## config.mk

```make
export PLATFORM = sky130hd
export DESIGN_NAME = bp_update_unit
export DESIGN_NICKNAME = d
export VERILOG_FILES = /design/src/source/bp_types_pkg.sv /design/src/source/bp_config_pkg.sv /design/src/source/bp_update_buffer.sv /design/src/source/bp_counter_bank.sv /design/src/source/bp_predict_mux.sv /design/src/source/bp_update_unit.sv
export SDC_FILE = /design/constraint.sdc
export NUM_CORES = 1
export LEC_CHECK = 0
export BUFFER_PORTS_ARGS = -buffer_cell sky130_fd_sc_hd__buf_2
export CELL_PAD_IN_SITES_DETAIL_PLACEMENT = 0
export CELL_PAD_IN_SITES_GLOBAL_PLACEMENT = 1
export CORE_ASPECT_RATIO = 1.1
export CORE_MARGIN = 2
export CORE_UTILIZATION = 49
export CTS_CLUSTER_SIZE = 20
export DETAILED_ROUTE_END_ITERATION = 12
export GPL_TIMING_DRIVEN = 0
export PLACE_DENSITY_LB_ADDON = 0.1
export SLEW_MARGIN = 5
export SYNTH_ARGS = -nofsm -noshare
export SYNTH_HDL_FRONTEND = slang
export SYNTH_SLANG_ARGS = --single-unit
```

## constraint.sdc

```tcl
create_clock -name clk -period 5.68 [get_ports clk]
set_clock_uncertainty 0.1 [all_clocks]
set_input_delay 0.568 -clock clk [delete_from_list [all_inputs] [get_ports clk]]
set_output_delay 0.568 -clock clk [all_outputs]
set_load 0.05 [all_outputs]
```

## src/source/bp_types_pkg.sv

```systemverilog
// branch kind encoding, pc width, saturating counter type and its reset value
package bp_types_pkg;

    // word pc without the byte offset
    localparam int pc_width = 30;

    // resolved control-flow kind as reported by execute
    typedef enum logic [2:0] {
        NOT_JUMP = 3'd0,
        COND     = 3'd1,  // only kind that trains counters
        RET      = 3'd4,
        INDIRECT = 3'd5,
        CALL     = 3'd6,
        JUMP     = 3'd7
    } branch_kind_t;

    // 2-bit saturating counter whose msb is the prediction
    typedef logic [1:0] counter_t;

    // weakly not taken
    localparam counter_t counter_reset = 2'b01;

endpackage

```

## src/source/bp_config_pkg.sv

```systemverilog
// default predictor sizes: bank count, table depth, update buffer depth, bank queue depth
package bp_config_pkg;

    // power-of-two count of banks interleaved by the low pc bits
    localparam int num_banks = 4;

    // saturating counters per bank
    localparam int bank_entries = 16;

    // update buffer slots for at least one dual push
    localparam int buf_depth = 8;

    // update queue slots per bank and the initial credit count
    localparam int bank_qdepth = 2;

endpackage

```

## src/source/bp_update_buffer.sv

```systemverilog
// dual-lane in-order FIFO of COND outcomes, per-bank credits, return address register
`timescale 1ns/10ps

module bp_update_buffer #(
    parameter int num_banks    = bp_config_pkg::num_banks,
    parameter int bank_entries = bp_config_pkg::bank_entries,
    parameter int buf_depth    = bp_config_pkg::buf_depth,
    parameter int bank_qdepth  = bp_config_pkg::bank_qdepth
) (
    input  logic                              clk,
    input  logic                              rstn,
    input  logic                              in_valid_0,
    input  logic [bp_types_pkg::pc_width-1:0] in_pc_0,
    input  logic                              in_taken_0,
    input  bp_types_pkg::branch_kind_t        in_kind_0,
    input  logic                              in_valid_1,
    input  logic [bp_types_pkg::pc_width-1:0] in_pc_1,
    input  logic                              in_taken_1,
    input  bp_types_pkg::branch_kind_t        in_kind_1,
    output logic                              in_ready,
    output logic                              ret_valid,
    output logic [bp_types_pkg::pc_width-1:0] ret_pc,
    output logic [num_banks-1:0]              upd_valid,
    output logic [$clog2(bank_entries)-1:0]   upd_index,
    output logic                              upd_taken,
    input  logic [num_banks-1:0]              credit_return
);
    import bp_types_pkg::*;

    localparam int bank_bits = $clog2(num_banks);
    localparam int idx_bits  = $clog2(bank_entries);
    localparam int ptr_w     = (buf_depth > 1) ? $clog2(buf_depth) : 1;
    localparam int cnt_w     = $clog2(buf_depth + 1);
    localparam int cred_w    = $clog2(bank_qdepth + 1);

    logic [bank_bits-1:0] fifo_bank  [buf_depth];
    logic [idx_bits-1:0]  fifo_index [buf_depth];
    logic                 fifo_taken [buf_depth];

    logic [ptr_w-1:0]     wr_ptr;
    logic [ptr_w-1:0]     wr_ptr_1;
    logic [ptr_w-1:0]     rd_ptr;
    logic [cnt_w-1:0]     count;
    logic [cred_w-1:0]    credit [num_banks];

    logic                 keep_0;
    logic                 keep_1;
    logic                 call_0;
    logic                 call_1;
    logic                 issue;
    logic [bank_bits-1:0] head_bank;

    // wraps at buf_depth, which need not be a power of two
    function automatic logic [ptr_w-1:0] ptr_inc(input logic [ptr_w-1:0] p);
        if (p == ptr_w'(buf_depth - 1)) begin
            return '0;
        end
        return p + 1'b1;
    endfunction

    assign in_ready = (count <= cnt_w'(buf_depth - 2));  // room for both lanes

    // non-COND reports are dropped here
    assign keep_0 = in_ready && in_valid_0 && (in_kind_0 == COND);
    assign keep_1 = in_ready && in_valid_1 && (in_kind_1 == COND);
    assign wr_ptr_1 = keep_0 ? ptr_inc(wr_ptr) : wr_ptr;

    // a head without credit blocks all later entries
    assign head_bank = fifo_bank[rd_ptr];
    assign issue     = (count != '0) && (credit[head_bank] != '0);
    assign upd_valid = issue ? (num_banks'(1) << head_bank) : '0;
    assign upd_index = fifo_index[rd_ptr];
    assign upd_taken = fifo_taken[rd_ptr];

    always_ff @(posedge clk) begin
        if (!rstn) begin
            wr_ptr <= '0;
            rd_ptr <= '0;
            count  <= '0;
        end else begin
            if (keep_1) begin
                wr_ptr <= ptr_inc(wr_ptr_1);
            end else if (keep_0) begin
                wr_ptr <= ptr_inc(wr_ptr);
            end
            if (issue) begin
                rd_ptr <= ptr_inc(rd_ptr);
            end
            count <= count + cnt_w'(keep_0) + cnt_w'(keep_1) - cnt_w'(issue);
        end
    end

    // lane 0 is older, so it lands first
    always_ff @(posedge clk) begin
        if (keep_0) begin
            fifo_bank[wr_ptr]  <= in_pc_0[bank_bits-1:0];
            fifo_index[wr_ptr] <= in_pc_0[bank_bits +: idx_bits];
            fifo_taken[wr_ptr] <= in_taken_0;
        end
        if (keep_1) begin
            fifo_bank[wr_ptr_1]  <= in_pc_1[bank_bits-1:0];
            fifo_index[wr_ptr_1] <= in_pc_1[bank_bits +: idx_bits];
            fifo_taken[wr_ptr_1] <= in_taken_1;
        end
    end

    always_ff @(posedge clk) begin
        if (!rstn) begin
            for (int b = 0; b < num_banks; b++) begin
                credit[b] <= cred_w'(bank_qdepth);
            end
        end else begin
            for (int b = 0; b < num_banks; b++) begin
                credit[b] <= credit[b] + cred_w'(credit_return[b]) - cred_w'(upd_valid[b]);
            end
        end
    end

    assign call_0 = in_valid_0 && (in_kind_0 == CALL);
    assign call_1 = in_valid_1 && (in_kind_1 == CALL);

    always_ff @(posedge clk) begin
        if (!rstn) begin
            ret_valid <= 1'b0;
        end else begin
            ret_valid <= in_ready && (call_0 || call_1);
        end
    end

    // lane 0 call wins over lane 1
    always_ff @(posedge clk) begin
        if (in_ready && call_0) begin
            ret_pc <= in_pc_0 + pc_width'(1);
        end else if (in_ready && call_1) begin
            ret_pc <= in_pc_1 + pc_width'(1);
        end
    end

endmodule

```

## src/source/bp_counter_bank.sv

```systemverilog
// saturating counter table, small update queue, lookup-priority read port
`timescale 1ns/10ps

module bp_counter_bank #(
    parameter int bank_entries = bp_config_pkg::bank_entries,
    parameter int bank_qdepth  = bp_config_pkg::bank_qdepth
) (
    input  logic                            clk,
    input  logic                            rstn,
    input  logic                            upd_valid,
    input  logic [$clog2(bank_entries)-1:0] upd_index,
    input  logic                            upd_taken,
    output logic                            credit_return,
    input  logic                            rd_valid,
    input  logic [$clog2(bank_entries)-1:0] rd_index,
    output bp_types_pkg::counter_t          rd_data
);
    import bp_types_pkg::*;

    localparam int idx_bits = $clog2(bank_entries);
    localparam int qp_w     = (bank_qdepth > 1) ? $clog2(bank_qdepth) : 1;
    localparam int qc_w     = $clog2(bank_qdepth + 1);

    counter_t            table_q [bank_entries];
    logic [idx_bits-1:0] q_index [bank_qdepth];
    logic                q_taken [bank_qdepth];
    logic [qp_w-1:0]     q_head;
    logic [qp_w-1:0]     q_tail;
    logic [qc_w-1:0]     q_count;
    logic                apply;
    counter_t            cur;
    counter_t            nxt;

    function automatic logic [qp_w-1:0] q_inc(input logic [qp_w-1:0] p);
        if (p == qp_w'(bank_qdepth - 1)) begin
            return '0;
        end
        return p + 1'b1;
    endfunction

    assign apply         = (q_count != '0) && !rd_valid;  // read owns the port
    assign credit_return = apply;

    // saturating step of the head entry
    assign cur = table_q[q_index[q_head]];
    always_comb begin
        nxt = cur;
        if (q_taken[q_head] && cur != 2'b11) begin
            nxt = cur + 2'b01;
        end else if (!q_taken[q_head] && cur != 2'b00) begin
            nxt = cur - 2'b01;
        end
    end

    always_ff @(posedge clk) begin
        if (!rstn) begin
            q_head  <= '0;
            q_tail  <= '0;
            q_count <= '0;
            for (int i = 0; i < bank_entries; i++) begin
                table_q[i] <= counter_reset;
            end
        end else begin
            if (upd_valid) begin
                q_tail <= q_inc(q_tail);
            end
            if (apply) begin
                q_head <= q_inc(q_head);
                table_q[q_index[q_head]] <= nxt;
            end
            q_count <= q_count + qc_w'(upd_valid) - qc_w'(apply);
        end
    end

    // credits keep the queue from overflowing
    always_ff @(posedge clk) begin
        if (upd_valid) begin
            q_index[q_tail] <= upd_index;
            q_taken[q_tail] <= upd_taken;
        end
        if (rd_valid) begin
            rd_data <= table_q[rd_index];
        end
    end

endmodule

```

## src/source/bp_predict_mux.sv

```systemverilog
// query decode to bank and index, registered bank select, prediction output
`timescale 1ns/10ps

module bp_predict_mux #(
    parameter int num_banks    = bp_config_pkg::num_banks,
    parameter int bank_entries = bp_config_pkg::bank_entries
) (
    input  logic                              clk,
    input  logic                              rstn,
    input  logic                              query_valid,
    input  logic [bp_types_pkg::pc_width-1:0] query_pc,
    output logic [num_banks-1:0]              rd_valid,
    output logic [$clog2(bank_entries)-1:0]   rd_index,
    input  bp_types_pkg::counter_t            rd_data [num_banks],
    output logic                              pred_valid,
    output logic                              pred_taken
);
    import bp_types_pkg::*;

    localparam int bank_bits = $clog2(num_banks);
    localparam int idx_bits  = $clog2(bank_entries);

    logic [bank_bits-1:0] bank_sel;
    logic [bank_bits-1:0] sel_q;
    counter_t             sel_data;

    assign bank_sel = query_pc[bank_bits-1:0];
    assign rd_index = query_pc[bank_bits +: idx_bits];
    assign rd_valid = query_valid ? (num_banks'(1) << bank_sel) : '0;

    always_ff @(posedge clk) begin
        if (!rstn) begin
            pred_valid <= 1'b0;
        end else begin
            pred_valid <= query_valid;
        end
    end

    always_ff @(posedge clk) begin
        if (query_valid) begin
            sel_q <= bank_sel;  // bank answering next cycle
        end
    end

    assign sel_data   = rd_data[sel_q];
    assign pred_taken = sel_data[1];

endmodule

```

## src/source/bp_update_unit.sv

```systemverilog
// update buffer, generate loop of counter banks, predict mux
`timescale 1ns/10ps

module bp_update_unit #(
    parameter int num_banks    = bp_config_pkg::num_banks,
    parameter int bank_entries = bp_config_pkg::bank_entries,
    parameter int buf_depth    = bp_config_pkg::buf_depth,
    parameter int bank_qdepth  = bp_config_pkg::bank_qdepth
) (
    input  logic                              clk,
    input  logic                              rstn,
    input  logic                              in_valid_0,
    input  logic [bp_types_pkg::pc_width-1:0] in_pc_0,
    input  logic                              in_taken_0,
    input  bp_types_pkg::branch_kind_t        in_kind_0,
    input  logic                              in_valid_1,
    input  logic [bp_types_pkg::pc_width-1:0] in_pc_1,
    input  logic                              in_taken_1,
    input  bp_types_pkg::branch_kind_t        in_kind_1,
    output logic                              in_ready,
    output logic                              ret_valid,
    output logic [bp_types_pkg::pc_width-1:0] ret_pc,
    input  logic                              query_valid,
    input  logic [bp_types_pkg::pc_width-1:0] query_pc,
    output logic                              pred_valid,
    output logic                              pred_taken
);
    import bp_types_pkg::*;

    localparam int idx_bits = $clog2(bank_entries);

    logic [num_banks-1:0] upd_valid;
    logic [idx_bits-1:0]  upd_index;
    logic                 upd_taken;
    logic [num_banks-1:0] credit_return;
    logic [num_banks-1:0] rd_valid;
    logic [idx_bits-1:0]  rd_index;
    counter_t             rd_data [num_banks];

    bp_update_buffer #(
        .num_banks    (num_banks),
        .bank_entries (bank_entries),
        .buf_depth    (buf_depth),
        .bank_qdepth  (bank_qdepth)
    ) buffer_i (
        .clk           (clk),
        .rstn          (rstn),
        .in_valid_0    (in_valid_0),
        .in_pc_0       (in_pc_0),
        .in_taken_0    (in_taken_0),
        .in_kind_0     (in_kind_0),
        .in_valid_1    (in_valid_1),
        .in_pc_1       (in_pc_1),
        .in_taken_1    (in_taken_1),
        .in_kind_1     (in_kind_1),
        .in_ready      (in_ready),
        .ret_valid     (ret_valid),
        .ret_pc        (ret_pc),
        .upd_valid     (upd_valid),
        .upd_index     (upd_index),
        .upd_taken     (upd_taken),
        .credit_return (credit_return)
    );

    // update and read buses are shared, only the valids are per bank
    for (genvar g = 0; g < num_banks; g++) begin : g_bank
        bp_counter_bank #(
            .bank_entries (bank_entries),
            .bank_qdepth  (bank_qdepth)
        ) bank_i (
            .clk           (clk),
            .rstn          (rstn),
            .upd_valid     (upd_valid[g]),
            .upd_index     (upd_index),
            .upd_taken     (upd_taken),
            .credit_return (credit_return[g]),
            .rd_valid      (rd_valid[g]),
            .rd_index      (rd_index),
            .rd_data       (rd_data[g])
        );
    end

    bp_predict_mux #(
        .num_banks    (num_banks),
        .bank_entries (bank_entries)
    ) mux_i (
        .clk         (clk),
        .rstn        (rstn),
        .query_valid (query_valid),
        .query_pc    (query_pc),
        .rd_valid    (rd_valid),
        .rd_index    (rd_index),
        .rd_data     (rd_data),
        .pred_valid  (pred_valid),
        .pred_taken  (pred_taken)
    );

endmodule

```

==> impl_summary.log <==
INFO  metric finalCriticalPeriod = 5.193 ns
INFO  metric launch_point_of_the_worst_path = buffer_i.count[3]
INFO  metric post_cts_hold_buffer_count = 0
INFO  metric drt_iter0_drc = 785
INFO  metric rsz0062_at_grt = no
INFO  metric synth.cells.most_frequent = 260 x sky130_fd_sc_hd__edfxtp_1, 167 x sky130_fd_sc_hd__nand2_1, 115 x sky130_fd_sc_hd__nor2_1
INFO  metric areaGrowthSynthToFinish = 13.18%
INFO  metric floorplan.die.width = 178.3 µm
INFO  metric seq_area_frac_synth = 52.96%
INFO  metric netlist_area_before_placement = 16,370 µm²
INFO  metric grt_usage = 22.95%
INFO  metric cp_max_fo = 10
INFO  metric r2r_slack = 0.49 ns
INFO  metric drv_cap = 0
INFO  metric design.portCount = 137
INFO  metric achievable-frequency = 0.1926 GHz
INFO  metric routed_via_density = 5.695
INFO  metric synth_ff_type = sky130_fd_sc_hd__edfxtp_1
INFO  metric post_synth_inst_count = 1,338
INFO  metric pin_count_of_the_biggest_net_entering_global_routing = 32
INFO  metric r2r_start = buffer_i.count[3]
INFO  metric leakage = 6.488 nW
INFO  metric max_slew_margin = 15.74%
INFO  metric drt_pass1_iterations = 7
INFO  metric drtAntennaViolNets = 0
INFO  metric criticalPathCategory = reg -> reg
INFO  metric final.period_utilization = 91.43%
INFO  metric synth.top_cell.area_share = 47.70%
INFO  metric top_signal_layer_used = met5
INFO  metric drc_errors = 0
INFO  metric stdcell_area = 18,530 µm²
INFO  metric post_cts_resize_count = 0
INFO  metric fp.coreArea = 33,110 µm²
INFO  metric m1_wl = 16,560 µm
INFO  metric placed_inst_area = 17,430 µm²
INFO  metric global_route_wire_length_before_repair = 61,670 µm
INFO  metric worstSetupEndpoint = buffer_i.ret_pc[26]
INFO  metric synth_cell_types = 60
INFO  metric cts_htree_levels = 2
INFO  metric critical_path_required = 5.83 ns
INFO  metric ys_top_cells_by_area = sky130_fd_sc_hd__edfxtp_1 48%, sky130_fd_sc_hd__mux4_2 8.3%, sky130_fd_sc_hd__mux2i_1 5.8%
INFO  metric route.detailed.wl_per_inst = 20.33 µm
INFO  metric die-area = 34,880 µm²
INFO  metric detailed_route_via_count = 11,020
INFO  metric grt_antenna_before_repair = 1
INFO  metric ys.warnings.count = 0
INFO  metric worst_skew_pair.late_latency = 0.51 ns
INFO  metric synthesis.area_per_instance = 12.23 µm²
INFO  metric max-vdd-ir-drop = 198.3 µV
INFO  metric synth_fp_nets = 1,478
INFO  metric cp-start-kind = flop
INFO  metric yosysTopAreaCell = sky130_fd_sc_hd__edfxtp_1
INFO  metric powerDensity = 428.8 nW/µm²
INFO  metric finalSetupViolCount = 0
INFO  metric clock_path_buffers = 3
INFO  metric initial_core_utilization = 49.44%
INFO  metric numCtsBuffers = 34
INFO  metric worst_pin_slew = 1.251 ns
INFO  metric worst_setup_path_end_kind = flop
INFO  metric tritoncts = built
INFO  metric placement.io_buffers = 104
INFO  metric hp-class = in -> reg
INFO  metric globalRouteOverflowTotal = 0
INFO  metric cts_setup_buffers = 0
INFO  metric layout-drive-gt1-share = 22.62%
INFO  metric route.met3.wl = 1902 µm
INFO  metric count_of_nets_after_finishing = 1,618
INFO  metric ys_async_sr_fraction = 0%
INFO  metric clockRootBuffer = sky130_fd_sc_hd__clkbuf_16
INFO  metric top_count_cell_post_synth = sky130_fd_sc_hd__edfxtp_1
INFO  metric met2_length = 19,890 µm
INFO  metric antenna_cells_inserted = 0
INFO  metric drt_wl_total = 39,350 µm
INFO  metric final-max-slew-violation-count = 0
INFO  metric crit_arrival = 5.34 ns
INFO  metric placement_rows = 70
INFO  metric place_congestion = 0.8015
INFO  metric timing.final.hold_violations = 0
INFO  metric die_h = 195.7 µm
INFO  metric first_global_vias = 11,060
INFO  metric rr_endpoint = buffer_i.ret_pc[26]
INFO  metric dp_hpwl = 28,380 µm
INFO  metric synth.ff_latch_count = 303
INFO  metric ff2ff_path_depth = 15
INFO  metric clkTransAtPathRegs = 0.06 ns
INFO  metric outcome = finished clean
INFO  metric setup-tns-final = 0 ns
INFO  metric synth-edff-count = 260
INFO  metric tritoncts_num_sinks = 303
-- metal layers --
metal	vias up	GRT usage (%)
met5	-	0
met4	2	6.474
met3	61	3.682
met2	294	40.15
met1	5442	29.45
li1	5221	-
-- layout by cell type, fill, tap and decap left out, types with 6 or more instances in the layout --
master and instances:
sky130_fd_sc_hd__clkinv_2 6, sky130_fd_sc_hd__and3_1 13, sky130_fd_sc_hd__buf_4 7, sky130_fd_sc_hd__mux2_2 74, sky130_fd_sc_hd__nor2_1 115, sky130_fd_sc_hd__clkbuf_1 49, sky130_fd_sc_hd__nor3_1 29, sky130_fd_sc_hd__nand2_1 167
sky130_fd_sc_hd__nand3_1 68, sky130_fd_sc_hd__nand2b_1 6, sky130_fd_sc_hd__mux4_2 60, sky130_fd_sc_hd__inv_1 35, sky130_fd_sc_hd__nor2b_1 13, sky130_fd_sc_hd__o21ai_0 37, sky130_fd_sc_hd__mux2i_1 95, sky130_fd_sc_hd__nand4_1 33
sky130_fd_sc_hd__dfxtp_1 43, sky130_fd_sc_hd__clkbuf_16 37, sky130_fd_sc_hd__xor2_1 32, sky130_fd_sc_hd__nand3b_1 7, sky130_fd_sc_hd__ha_1 35, sky130_fd_sc_hd__and2_1 32, sky130_fd_sc_hd__xnor2_1 28, sky130_fd_sc_hd__buf_2 122
sky130_fd_sc_hd__o21a_1 6, sky130_fd_sc_hd__clkbuf_8 6, sky130_fd_sc_hd__edfxtp_1 260, sky130_fd_sc_hd__nor3b_1 7
-- critical path: stages, from the launching register on --
cell and delay [ns]:
sky130_fd_sc_hd__dfxtp_1 0.40, sky130_fd_sc_hd__inv_1 0.09, sky130_fd_sc_hd__ha_1 0.19, sky130_fd_sc_hd__and3_1 0.22, sky130_fd_sc_hd__a211oi_1 0.34, sky130_fd_sc_hd__clkbuf_1 0.45, sky130_fd_sc_hd__clkbuf_1 0.41, sky130_fd_sc_hd__buf_2 0.41
sky130_fd_sc_hd__mux2_2 0.22, sky130_fd_sc_hd__ha_1 0.22, sky130_fd_sc_hd__nand4_1 0.22, sky130_fd_sc_hd__nor3_1 0.24, sky130_fd_sc_hd__mux2i_1 0.33, sky130_fd_sc_hd__a211oi_1 0.74, sky130_fd_sc_hd__nand3_1 0.17, sky130_fd_sc_hd__xor2_1 0.17
-- flip-flops by register name (all words and copies together), names as in the netlist, 8 cells and up, named ones only --
name / count
buffer_i.fifo_taken: 8
buffer_i.fifo_bank: 16
g_bank.bank_i.q_count: 8
buffer_i.ret_pc: 30
g_bank.bank_i.q_index: 32
buffer_i.fifo_index: 32
g_bank.bank_i.q_taken: 8
buffer_i.credit: 8
g_bank.bank_i.table_q: 128
-- report_power, final --
part,switching (mW),internal (mW),leakage (nW)
logic,1.87,1.09,3.29
clock network,0.883,1.27,0.544
registers,0.108,2.72,2.65
total,2.86,5.08,6.49
-- worst min path at each step --
stage                                startpoint                    end  slack, ns  depth (start not counted)
after floorplan           buffer_i.credit[0][1]  buffer_i.credit[0][1]       0.37                          2
after CTS                           query_pc[0]         mux_i.sel_q[0]       0.20                          1
final                               query_pc[0]         mux_i.sel_q[0]       0.21                          1
after global placement    buffer_i.credit[0][1]  buffer_i.credit[0][1]       0.38                          2
after global routing                query_pc[0]         mux_i.sel_q[0]       0.20                          1
after detailed placement  buffer_i.credit[3][1]  buffer_i.credit[3][1]       0.38                          2
-- logic make-up (layout without fill, tap and decap cells) --
kind of cell    Yosys count  after routing  share of synthesized area [%]
simple gates            517            517                          15.40
flops                   303            303                          52.96
buf+inv                 114            279                          3.004
fa+ha+maj                37             37                          2.920
xor+xnor                 61             61                          3.310
mux                     232            232                          19.47
compound gates           74             74                          2.935
-- area by class of cell --
type,count,area [µm²]
Fill cell,2848,14580
Sequential cell,303,8668
Multi-Input combinational cell,921,7208
Clock buffer,50,1039
Tap cell,432,540.5
Timing Repair Buffer,104,520.5
Buffer,74,341.6
Inverter,40,150.1
Clock inverter,11,57.56
-- through the flow --
step	setup slack [ns]	hold WS, ns	instances	power [mW]	util [%]
floorplan	1.498	0.3658	1338	5.041	-
global placement	0.4349	0.3834	1874	5.776	52.65
detailed placement	0.4206	0.3833	1874	5.829	52.65
CTS	0.4086	0.1957	1935	8.004	55.96
global route	0.01467	0.2022	1935	8.395	55.96
finish	0.4867	0.2137	1935	7.944	55.96
(Power assumes the default switching activity.)
